<file path="src/tx_stream_pkg.sv">
// tx stream package: widths, header field positions, FIFO sizing and stream word layout
`default_nettype none

package tx_stream_pkg;

   // ----------------------------------------
   // descriptor and data widths
   // ----------------------------------------
   localparam int DESC_W = 128;     // full 4DW TLP header
   localparam int DATA_W = 64;      // one stream word, two dwords
   localparam int LEN_W  = 10;      // TLP length in dwords

   // header fields, positions inside the 128-bit descriptor
   localparam int FMT_4DW_BIT  = 125;   // fmt[0], set for a 4DW header
   localparam int FMT_DATA_BIT = 126;   // fmt[1], set when a payload follows
   localparam int LEN_LSB      = 96;    // length field in H0
   // address offset within a qword
   // 3DW: address sits in H2, 4DW: low address sits in H3
   localparam int ADDR3_LSB  = 32;
   localparam int ADDR4_LSB  = 0;
   localparam int ADDR_OFS_W = 3;

   // ----------------------------------------
   // stream word layout
   // ----------------------------------------
   // [66] err  [65] sop  [64] eop  [63:0] data
   localparam int WORD_ERR = 66;
   localparam int WORD_SOP = 65;
   localparam int WORD_EOP = 64;
   localparam int WORD_W   = 67;

   // ----------------------------------------
   // FIFO sizing
   // ----------------------------------------
   localparam int TX_FIFO_DEPTH     = 32;
   localparam int TX_FIFO_AW        = 5;    // fill count width, wraps to 0 when full
   // above this level acks stop and data waits
   localparam int ALMOST_FULL_LEVEL = 16;

endpackage

`default_nettype wire

</file>
<file path="src/tx_frame_packer.sv">
// tx frame packer: captures header attributes and builds flagged 64-bit stream words for the FIFO
`default_nettype none
`timescale 1ns/1ns

module tx_frame_packer (
   input  logic                             clk_in,
   input  logic                             srst,
   input  logic                             tx_req,
   input  logic [tx_stream_pkg::DESC_W-1:0] tx_desc,
   input  logic                             tx_dv,
   input  logic                             tx_dfr,
   input  logic                             tx_err,
   input  logic [tx_stream_pkg::DATA_W-1:0] tx_data,
   input  logic                             tx_ack,
   input  logic                             tx_ws,
   input  logic                             req_pending,
   output logic                             wait_for_desc,
   output logic                             fifo_wr,
   output logic [tx_stream_pkg::WORD_W-1:0] fifo_wdata
);
   import tx_stream_pkg::*;

   logic              req_d;
   logic              req_rise;
   logic              is_4dw_r;
   logic              has_data_r;
   logic [LEN_W-1:0]  len_r;
   logic              beat_ok;
   logic              word_wr;
   logic              word_eop;
   logic              eop_hdr;
   logic              eop_beat;
   logic [DATA_W-1:0] word_data;
   logic              desc_4dw;
   logic              desc_aligned;

   // ----------------------------------------
   // descriptor phase 1 and attribute capture
   // ----------------------------------------
   assign req_rise = tx_req && !req_d;

   // whole descriptor is stable from the first request cycle
   assign desc_4dw     = tx_desc[FMT_4DW_BIT];
   assign desc_aligned = desc_4dw ? (tx_desc[ADDR4_LSB +: ADDR_OFS_W] == '0)
                                  : (tx_desc[ADDR3_LSB +: ADDR_OFS_W] == '0);

   // attributes hold until the next request rises
   always_ff @(posedge clk_in) begin
      if (srst) begin
         req_d         <= 1'b0;
         is_4dw_r      <= 1'b0;
         has_data_r    <= 1'b0;
         len_r         <= '0;
         wait_for_desc <= 1'b0;
      end else begin
         req_d <= tx_req;
         if (req_rise) begin
            is_4dw_r      <= desc_4dw;
            has_data_r    <= tx_desc[FMT_DATA_BIT];
            // length only matters with a payload
            len_r         <= tx_desc[FMT_DATA_BIT] ? tx_desc[LEN_LSB +: LEN_W] : '0;
            wait_for_desc <= desc_4dw || desc_aligned;
         end
      end
   end

   // ----------------------------------------
   // word select and flags
   // ----------------------------------------
   assign beat_ok = tx_dv && !tx_ws;

   // phase 1, phase 2, or an accepted data beat
   assign word_wr = req_rise || tx_ack || beat_ok;

   // 3DW non-aligned with a payload is the only case that merges D0
   always_comb begin
      if (req_rise) begin
         word_data = tx_desc[DESC_W-1 -: DATA_W];            // H0 H1
      end else if (req_pending && is_4dw_r) begin
         word_data = tx_desc[DATA_W-1:0];                    // H2 H3
      end else if (req_pending && (wait_for_desc || !has_data_r)) begin
         word_data = {tx_desc[DATA_W-1 -: 32], 32'h0};       // H2, empty slot
      end else if (req_pending) begin
         word_data = {tx_desc[DATA_W-1 -: 32], tx_data[63:32]};  // H2 D0 merge
      end else begin
         // payload beat, dwords swapped
         word_data = {tx_data[31:0], tx_data[63:32]};
      end
   end

   // phase 2 closes a dataless TLP or a 3DW non-aligned single dword
   assign eop_hdr = tx_ack && (!has_data_r || (!wait_for_desc && len_r == LEN_W'(1)));

   // last accepted beat, unless D0 already went out in phase 2 as the only dword
   assign eop_beat = beat_ok && !tx_dfr && (wait_for_desc || len_r > LEN_W'(1));

   assign word_eop = eop_hdr || eop_beat;

   // ----------------------------------------
   // registered FIFO write
   // ----------------------------------------
   always_ff @(posedge clk_in) begin
      if (srst) begin
         fifo_wr <= 1'b0;
      end else begin
         fifo_wr <= word_wr;
      end
   end

   // payload register, err taken in the same cycle as its word
   always_ff @(posedge clk_in) begin
      fifo_wdata[DATA_W-1:0] <= word_data;
      fifo_wdata[WORD_EOP]   <= word_eop;
      fifo_wdata[WORD_SOP]   <= req_rise;
      fifo_wdata[WORD_ERR]   <= tx_err;
   end

endmodule

`default_nettype wire

</file>
<file path="src/tx_out_stage.sv">
// tx output stage: one-word register driving the valid/ready stream and popping the FIFO
`default_nettype none
`timescale 1ns/1ns

module tx_out_stage (
   input  logic                             clk_in,
   input  logic                             srst,
   input  logic [tx_stream_pkg::WORD_W-1:0] fifo_rdata,
   input  logic                             fifo_empty,
   input  logic                             tx_ready,
   output logic                             fifo_rd,
   output logic [tx_stream_pkg::WORD_W-1:0] word_out,
   output logic                             tx_valid
);

   // stage can take a word when it is empty or its word leaves this cycle
   assign fifo_rd = !fifo_empty && (!tx_valid || tx_ready);

   // ----------------------------------------
   // valid flag
   // ----------------------------------------
   always_ff @(posedge clk_in) begin
      if (srst) begin
         tx_valid <= 1'b0;
      end else if (fifo_rd) begin
         tx_valid <= 1'b1;
      end else if (tx_ready) begin
         // word taken and nothing to refill
         tx_valid <= 1'b0;
      end
   end

   // word register, only loads on a pop so it holds while ready is low
   always_ff @(posedge clk_in) begin
      if (fifo_rd) begin
         word_out <= fifo_rdata;
      end
   end

endmodule

`default_nettype wire

</file>
<file path="src/tx_req_ctrl.sv">
// tx request control: tracks the descriptor request, grants ack and drives the data wait-state
`default_nettype none
`timescale 1ns/1ns

module tx_req_ctrl (
   input  logic                               clk_in,
   input  logic                               srst,
   input  logic                               tx_req,
   input  logic                               wait_for_desc,
   input  logic [tx_stream_pkg::TX_FIFO_AW-1:0] fifo_count,
   input  logic                               fifo_empty,
   output logic                               tx_ack,
   output logic                               tx_ws,
   output logic                               req_pending
);
   import tx_stream_pkg::*;

   logic almost_full;
   logic almost_full_r;
   logic ack_window;

   // ----------------------------------------
   // request pending flag
   // ----------------------------------------
   // set by the request, cleared in the ack cycle
   // ack has priority so a still-high request does not re-arm it
   always_ff @(posedge clk_in) begin
      if (srst) begin
         req_pending <= 1'b0;
      end else if (tx_ack) begin
         req_pending <= 1'b0;
      end else if (tx_req) begin
         req_pending <= 1'b1;
      end
   end

   // ----------------------------------------
   // almost-full tracking
   // ----------------------------------------
   // count wraps at full depth, so qualify with not empty
   always_ff @(posedge clk_in) begin
      if (srst) begin
         almost_full   <= 1'b0;
         almost_full_r <= 1'b0;
      end else begin
         almost_full   <= (fifo_count > ALMOST_FULL_LEVEL) && !fifo_empty;
         almost_full_r <= almost_full;
      end
   end

   // ack allowed below the level, or in the one cycle where almost-full first rises
   // (the grace cycle lets a descriptor already granted complete its two words)
   assign ack_window = !almost_full || (almost_full && !almost_full_r);

   // pending is only set one edge after phase 1, so ack can never come earlier
   assign tx_ack = req_pending && ack_window;

   // hold data while the FIFO is filling up
   // also hold it until the header is written for 4DW or aligned headers,
   // since their payload starts only after phase 2
   assign tx_ws = almost_full || (req_pending && wait_for_desc);

endmodule

`default_nettype wire

</file>
<file path="src/tx_stream_top.sv">
// tx stream top: connects request control, frame packer, FIFO and output stage
`default_nettype none
`timescale 1ns/1ns

module tx_stream_top (
   input  logic                             clk_in,
   input  logic                             srst,
   input  logic                             tx_req,
   input  logic [tx_stream_pkg::DESC_W-1:0] tx_desc,
   input  logic                             tx_dv,
   input  logic                             tx_dfr,
   input  logic                             tx_err,
   input  logic [tx_stream_pkg::DATA_W-1:0] tx_data,
   input  logic                             tx_ready,
   output logic                             tx_ack,
   output logic                             tx_ws,
   output logic [tx_stream_pkg::DATA_W-1:0] tx_data_out,
   output logic                             tx_sop,
   output logic                             tx_eop,
   output logic                             tx_err_out,
   output logic                             tx_valid,
   output logic                             tx_fifo_empty
);
   import tx_stream_pkg::*;

   logic                  req_pending;
   logic                  wait_for_desc;
   logic                  fifo_wr;
   logic [WORD_W-1:0]     fifo_wdata;
   logic                  fifo_rd;
   logic [WORD_W-1:0]     fifo_rdata;
   logic                  fifo_empty;
   logic [TX_FIFO_AW-1:0] fifo_count;
   logic [WORD_W-1:0]     word_out;

   // ----------------------------------------
   // input side
   // ----------------------------------------
   tx_req_ctrl i_req_ctrl (
      .clk_in        (clk_in),
      .srst          (srst),
      .tx_req        (tx_req),
      .wait_for_desc (wait_for_desc),
      .fifo_count    (fifo_count),
      .fifo_empty    (fifo_empty),
      .tx_ack        (tx_ack),
      .tx_ws         (tx_ws),
      .req_pending   (req_pending)
   );

   tx_frame_packer i_packer (
      .clk_in        (clk_in),
      .srst          (srst),
      .tx_req        (tx_req),
      .tx_desc       (tx_desc),
      .tx_dv         (tx_dv),
      .tx_dfr        (tx_dfr),
      .tx_err        (tx_err),
      .tx_data       (tx_data),
      .tx_ack        (tx_ack),
      .tx_ws         (tx_ws),
      .req_pending   (req_pending),
      .wait_for_desc (wait_for_desc),
      .fifo_wr       (fifo_wr),
      .fifo_wdata    (fifo_wdata)
   );

   // ----------------------------------------
   // buffer and output side
   // ----------------------------------------
   // full is not needed outside, the almost-full throttle keeps it away
   tx_sync_fifo #(
      .DEPTH (TX_FIFO_DEPTH),
      .WIDTH (WORD_W)
   ) i_fifo (
      .clk_in (clk_in),
      .srst   (srst),
      .wr     (fifo_wr),
      .wdata  (fifo_wdata),
      .rd     (fifo_rd),
      .rdata  (fifo_rdata),
      .empty  (fifo_empty),
      .full   (),
      .count  (fifo_count)
   );

   tx_out_stage i_out_stage (
      .clk_in     (clk_in),
      .srst       (srst),
      .fifo_rdata (fifo_rdata),
      .fifo_empty (fifo_empty),
      .tx_ready   (tx_ready),
      .fifo_rd    (fifo_rd),
      .word_out   (word_out),
      .tx_valid   (tx_valid)
   );

   // split the output word into data and flags
   assign tx_data_out   = word_out[DATA_W-1:0];
   assign tx_sop        = word_out[WORD_SOP];
   assign tx_eop        = word_out[WORD_EOP];
   assign tx_err_out    = word_out[WORD_ERR];
   assign tx_fifo_empty = fifo_empty;

endmodule

`default_nettype wire

</file>
<file path="src/tx_sync_fifo.sv">
// tx sync FIFO: show-ahead circular buffer with fill count and overflow/underflow protection
`default_nettype none
`timescale 1ns/1ns

module tx_sync_fifo #(
   parameter int DEPTH = tx_stream_pkg::TX_FIFO_DEPTH,
   parameter int WIDTH = tx_stream_pkg::WORD_W
) (
   input  logic                     clk_in,
   input  logic                     srst,
   input  logic                     wr,
   input  logic [WIDTH-1:0]         wdata,
   input  logic                     rd,
   output logic [WIDTH-1:0]         rdata,
   output logic                     empty,
   output logic                     full,
   output logic [$clog2(DEPTH)-1:0] count
);

   localparam int AW = $clog2(DEPTH);

   logic [WIDTH-1:0] mem [DEPTH];
   logic [AW-1:0]    wr_ptr;
   logic [AW-1:0]    rd_ptr;
   logic [AW:0]      fill;     // one extra bit to tell full from empty
   logic             do_wr;
   logic             do_rd;

   // drop writes when full, reads when empty
   assign do_wr = wr && !full;
   assign do_rd = rd && !empty;

   // ----------------------------------------
   // pointers and fill level
   // ----------------------------------------
   // pointers wrap naturally, depth is a power of two
   always_ff @(posedge clk_in) begin
      if (srst) begin
         wr_ptr <= '0;
         rd_ptr <= '0;
         fill   <= '0;
      end else begin
         if (do_wr) begin
            wr_ptr <= wr_ptr + 1'b1;
         end
         if (do_rd) begin
            rd_ptr <= rd_ptr + 1'b1;
         end
         // simultaneous push and pop leave the level unchanged
         if (do_wr && !do_rd) begin
            fill <= fill + 1'b1;
         end else if (do_rd && !do_wr) begin
            fill <= fill - 1'b1;
         end
      end
   end

   // storage, no reset
   always_ff @(posedge clk_in) begin
      if (do_wr) begin
         mem[wr_ptr] <= wdata;
      end
   end

   // ----------------------------------------
   // status and show-ahead head word
   // ----------------------------------------
   assign empty = (fill == '0);
   assign full  = (fill == (AW+1)'(DEPTH));
   assign count = fill[AW-1:0];     // wraps to 0 at full depth

   // head word visible the cycle after it is written
   assign rdata = mem[rd_ptr];

endmodule

`default_nettype wire

</file>
<file path="config.mk">
export PLATFORM = sky130hd
export DESIGN_NAME = tx_stream_top
export DESIGN_NICKNAME = d
export VERILOG_FILES = /design/src/tx_stream_pkg.sv /design/src/tx_frame_packer.sv /design/src/tx_out_stage.sv /design/src/tx_req_ctrl.sv /design/src/tx_stream_top.sv /design/src/tx_sync_fifo.sv
export SDC_FILE = /design/constraint.sdc
export NUM_CORES = 2
export LEC_CHECK = 0
export ABC_CLOCK_PERIOD_IN_PS = 4900
export BUFFER_PORTS_ARGS = -buffer_cell sky130_fd_sc_hd__clkbuf_2
export CAP_MARGIN = 20
export CORE_MARGIN = 2
export CORE_UTILIZATION = 45
export CTS_BUF_LIST = sky130_fd_sc_hd__clkbuf_8
export CTS_CLUSTER_DIAMETER = 100
export DETAILED_ROUTE_END_ITERATION = 10
export PLACE_DENSITY = 0.68
export SLEW_MARGIN = 5
export SYNTH_ARGS = -nofsm -noshare
export SYNTH_HDL_FRONTEND = slang
export SYNTH_SLANG_ARGS = --single-unit
</file>
<file path="constraint.sdc">
create_clock -name clk_in -period 4.9 [get_ports clk_in]
set_input_delay 1.47 -clock clk_in [delete_from_list [all_inputs] [get_ports clk_in]]
set_output_delay 1.47 -clock clk_in [all_outputs]
set_load 0.05 [all_outputs]
</file>
Yosys cells after proc, flatten, opt, wreduce, memory -nomap -nowiden
Memories as Yosys holds them, arrays and structs flattened. A register that Yosys moved wholly into a read port is not among the register bits.
Index checks and enable logic that the tools add are counted.
{"block": "word_totals", "reg_bits": 102, "mem_bits_rw": 2144, "memories": 1}
{"memory": "i_fifo.mem", "depth": 32, "width": 67, "read_ports": 1, "rd_clocked_by_memory_dff": 1, "write_ports": 1, "line_no": "tx_sync_fifo.sv:22", "text": "logic [WIDTH-1:0] mem [DEPTH];"}
{"block": "op_classes", "n_addsub": 4, "order_cmp": 2, "n_reduce_logical": 45, "n_mux": 12, "n_eq_ne": 2}
{"op": "two-way mux 64 bit", "count": 4}
{"op": "logical AND 1 bit", "count": 17}
{"op": "zero test 1 bit", "count": 12}
{"op": "two-way mux 6 bit", "count": 2}
{"op": "adder 5 x 1 -> 5 bit (second input constant)", "count": 2}
{"op": "equality test 10 x 1 -> 1 bit (second input constant)", "count": 1}
{"op": "> comparator 10 x 1 -> 1 bit (second input constant)", "count": 1}
{"op": "logical OR 1 bit", "count": 10}
{"op": "two-way mux 10 bit", "count": 1}
{"op": "adder 6 x 1 -> 6 bit (second input constant)", "count": 1}
{"op": "equality test 6 bit (second input constant)", "count": 1}
{"op": "zero test 3 bit", "count": 2}
{"op": "zero test 6 bit", "count": 1}
{"op": "subtractor 6 x 1 -> 6 bit (second input constant)", "count": 1}
{"op": "> comparator 5 bit (second input constant)", "count": 1}
{"op": "two-way mux 1 bit", "count": 5}
{"op": "nonzero test 2 bit", "count": 2}
{"op": "OR reduction 2 bit", "count": 1}

Longest topological paths before layout
{"block": "logic_depth", "ltp_word": 7, "ltp_mapped": 11, "mapped_depth_nobuf": 9}

Modules after synthesis
A second synthesis with hierarchy kept.
{"block": "hier_totals", "hier_cells": 4331, "area_unflattened_um2": 87979.4}
{"mod": "tx_sync_fifo", "area_per_inst_um2": 82349.0, "instances": 1, "cells_per_inst": 3857}
{"mod": "tx_frame_packer", "area_per_inst_um2": 3435.8, "instances": 1, "cells_per_inst": 393}
{"mod": "tx_out_stage", "area_per_inst_um2": 2068.2, "instances": 1, "cells_per_inst": 71}
{"mod": "tx_req_ctrl", "area_per_inst_um2": 126.4, "instances": 1, "cells_per_inst": 10}

Worst setup path after synthesis
OpenSTA, ideal clock, no wires.
{"block": "synth_timing", "path_kind": "reg2reg", "startpoint": "register i_fifo.fill[4]", "endpoint": "memory i_fifo.mem[20][0] (netlist name), enable pin", "path_buffers": 2, "slack_ps": 466, "stages_incl_launch_ff": 6, "arrival_time_ps": 3941, "setup_ps": 493, "cell_sequence": "dfxtp_1 clkbuf_1 o31a_1 buf_2 nand2_2 nor2_1"}
{"block": "synth_via", "elab_chain_len": 5}
{"element": "start: declaration", "line_no": "tx_sync_fifo.sv:25", "text": "logic [AW:0] fill;"}
{"element": "start signal: assignment", "line_no": "tx_sync_fifo.sv:51", "text": "fill <= fill + 1'b1;"}
{"element": "start signal: assignment", "line_no": "tx_sync_fifo.sv:53", "text": "fill <= fill - 1'b1;"}
{"element": "equality test 6 bit", "line_no": "tx_sync_fifo.sv:69", "text": "assign full = (fill == (AW+1)'(DEPTH));"}
{"element": "zero test 1 bit", "line_no": "tx_sync_fifo.sv:30", "text": "assign do_wr = wr && !full;"}
{"element": "logical AND 1 bit", "line_no": "tx_sync_fifo.sv:30"}
{"element": "named net i_fifo.do_wr", "line_no": "tx_sync_fifo.sv:26", "text": "logic do_wr;"}
{"element": "two-way mux 1 bit", "line_no": "tx_sync_fifo.sv:60", "text": "if (do_wr) begin"}
{"element": "two-way mux 1 bit (implied by the code)", "line_no": "tx_sync_fifo.sv:61", "text": "mem[wr_ptr] <= wdata;"}
{"element": "end: declaration", "line_no": "tx_sync_fifo.sv:22"}
The timed path passes the listed nets, and every way through them passes these cells.

Worst setup path after layout
{"block": "layout_timing", "startpoint": "register i_fifo.fill[0]", "endpoint": "output port tx_fifo_empty"}
{"block": "layout_via", "elab_chain_len": 1}
{"element": "zero test 6 bit", "line_no": "tx_sync_fifo.sv:68", "text": "assign empty = (fill == '0);"}
{"element": "end: declaration", "line_no": "tx_stream_top.sv:22", "text": "output logic tx_fifo_empty"}
Every way passes these cells.

==> out/qor.txt <==
top cells by area, synth: edfxtp_1 (75%), mux4_2 (8.0%), mux2i_1 (5.7%)
# IOs: 270
DR WL/cell: 28.3 µm
Synth Area in XOR/XNOR: 0.0795%
share of the synthesized area in the top cell type: 75.3%
Achievable Freq: 0.225 GHz
dominant synthesized flop cell: edfxtp_1
gr usage total: 21.8%
Synth Area in Simple Gates: 1.71%
largest area contributor in the netlist: edfxtp_1
Starting Density: 45.3%
post-synthesis mux area share: 14.1%
Crit Path Max Fanout: 7
antenna violations before repair: 3
Nets: 5,048
row cnt: 162
TNS Setup: 0 ps
clk sink count: 2,313
TritonRoute pass-1 iters: 5
area share of fa/ha/maj cells after synthesis: 0.165%
overall die area: 0.200 mm²
Hold-fix buffers, CTS: 0
via count: 44,800
Area growth, synth to finish: 14.0%
Avg Cell Area, Syn: 20.5 µm²
Post-synth EDFFs: 2,211
WL final: 219 mm
total nets after synthesis: 4,510
Syn Inst Count: 4,300
Routed Antenna Nets: 0
clk_lat worst skew: 1070 ps
core area: 0.195 mm²
Die X: 447 µm
Final period util: 90.8%
Starting DRT DRC Count: 4,620
remaining global-route overflow: 0
count of non-filler cells in the finished layout: 7,732
Worst Clk Skew: 95.3 ps
Root Buffer: clkbuf_8
status: finished clean
first-pass GRT wire length: 312 mm
CTS tree: done
synthesized flop and latch total: 2,313
setup bufs post-CTS: 0
Final Critical Period: 4450 ps
post-route cell area: 0.100 mm²
GPL Wtd Cong: 0.786
hold depth: 2
Least-Margin Pin Slew: 1140 ps
maxcap violations: 0
IO buf count: 269
Slew HR: 23.6%
FF-to-FF path depth: 5
Final Max Slew Viols: 0
Die Y: 447 µm
WP data arrival: 2980 ps
DR vias/cell: 5.80
total CTS buffers: 371
sequential area share after synthesis: 77.6%
DRC: 0
Setup Viol. Count Final: 0
clk slew on worst S/H paths: 60 ps
final hold violations: 0
unrepaired setup endpoints after global routing: no
post-placement cell count: 7,068
Max Root-Sink Buffers: 4
Max H-tree Level: 5
Synth cell types: 61
P_leak: 32.3 nW
Syn Std Cell Area: 0.0882 mm²
ys async rst share: 0%
final design utilization: 51.6%
Pwr Density: 487 mW/mm²
Startpoint Class: register
largest family of logic cells by synthesized area: multiplexers
crit path capture type: primary output
kind of critical path: reg -> out
worst vdd ir: 327 µV
post-CTS resize count: 0
Worst EP required: 3430 ps
Synth Area in Compound Gates: 4.69%
layout cell share with drive strength beyond 1: 25.7%
largest net degree at the start of global routing: 125
Synth warnings: 0
area post-placement: 0.0934 mm²
min-delay worst type: reg -> reg
vias in the first global route: 45,200
Detailed Place HPWL: 115 mm
-- sequential cells by signal, summed over array words and instances, names as in the netlist --
name                      count
i_fifo.fill                   6
i_fifo.mem                 2144
i_fifo.rd_ptr                 5
i_fifo.wr_ptr                 5
i_out_stage.tx_valid          1
i_out_stage.word_out         67
i_packer.fifo_wdata          67
i_packer.fifo_wr              1
i_packer.has_data_r           1
i_packer.is_4dw_r             1
i_packer.len_r               10
i_packer.req_d                1
i_packer.wait_for_desc        1
i_req_ctrl.almost_full        1
i_req_ctrl.almost_full_r      1
i_req_ctrl.req_pending        1
-- per-layer routing --
layer  vias up  global-route usage, %  share of wire [%]
met5         -                      0                  0
met4         0                   7.89                3.4
met3       403                   3.60                6.7
met2      1842                   37.4                 51
met1     23700                   28.0                 39
li1      18900                      -                  -
-- cell usage after synthesis, types with 32 or more instances --
master,instances
nand2_1,108
o21ai_0,35
a21oi_1,49
nor2_1,164
a221oi_1,32
mux2_2,33
buf_4,40
o211ai_1,53
mux4_2,312
mux2i_1,506
clkbuf_1,101
a2111oi_2,50
edfxtp_1,2211
a22oi_1,222
dfxtp_1,102
buf_2,68
-- cell type report --
type,count,area (µm²)
clock inverters,258,1340
diodes,3,7.51
clock buffers,382,5260
flip-flops and latches,2313,68500
multi-input cells,1728,18700
inverters,13,58.8
fillers,15200,94300
repair buffers,411,3410
well taps,2624,3280
-- layout by cell type (no fill, tap or decap), drive strengths merged, types with 11 or more instances in the layout --
| cell type | instances |
|---|---|
| mux4 | 312 |
| a221oi | 32 |
| clkinv | 138 |
| inv | 114 |
| clkbuf | 653 |
| mux2 | 33 |
| bufinv | 11 |
| a221o | 14 |
| o21a | 15 |
| nand2 | 111 |
| a21oi | 49 |
| nand3 | 20 |
| edfxtp | 2211 |
| a2111oi | 52 |
| dfxtp | 102 |
| mux2i | 506 |
| a22oi | 222 |
| buf | 140 |
| o22ai | 28 |
| o21ai | 35 |
| nor2 | 164 |
| o211ai | 53 |
-- kinds of logic after synthesis --
kind of cell / after synthesis
AOI/OAI and AO/OA: 516
xor gates and xnor gates: 8
adders and majority gates: 11
buffers and inverters: 259
DFF: 2313
muxes: 851
and+or+nand+nor: 342
-- path summary, 6_finish.rpt --
path	start	to	slack (ps)
max	i_fifo.fill[0]	tx_fifo_empty	450
min	i_packer.len_r[7]	i_packer.len_r[7]	460
max reg2reg	i_fifo.fill[0]	i_fifo.mem[29][13]	960
min reg2reg	i_packer.len_r[7]	i_packer.len_r[7]	460
-- report_power, final --
| group | leakage (nW) | internal (W) | switching [W] |
|---|---|---|---|
| logic | 7.68 | 0.00426 | 0.00607 |
| registers | 20.9 | 0.0228 | 0.000788 |
| clock network | 3.75 | 0.00777 | 0.00725 |
| total | 32.3 | 0.0348 | 0.0141 |
-- metrics by stage --
step	power, W	setup WS [ps]	hold WS (ps)
global placement	0.0342	1060	436
global route	0.0507	355	468
floorplan	0.0316	466	426
CTS	0.0493	437	458
detailed placement	0.0344	967	442
finish	0.0490	449	457
-- worst max-delay path, cell delays in order (launching register included) --
cell and delay, ps:
dfxtp_1 370, or4_1 720, nor3_1 470, clkbuf_2 370
Note: power is estimated with default switching activity, not from simulation.
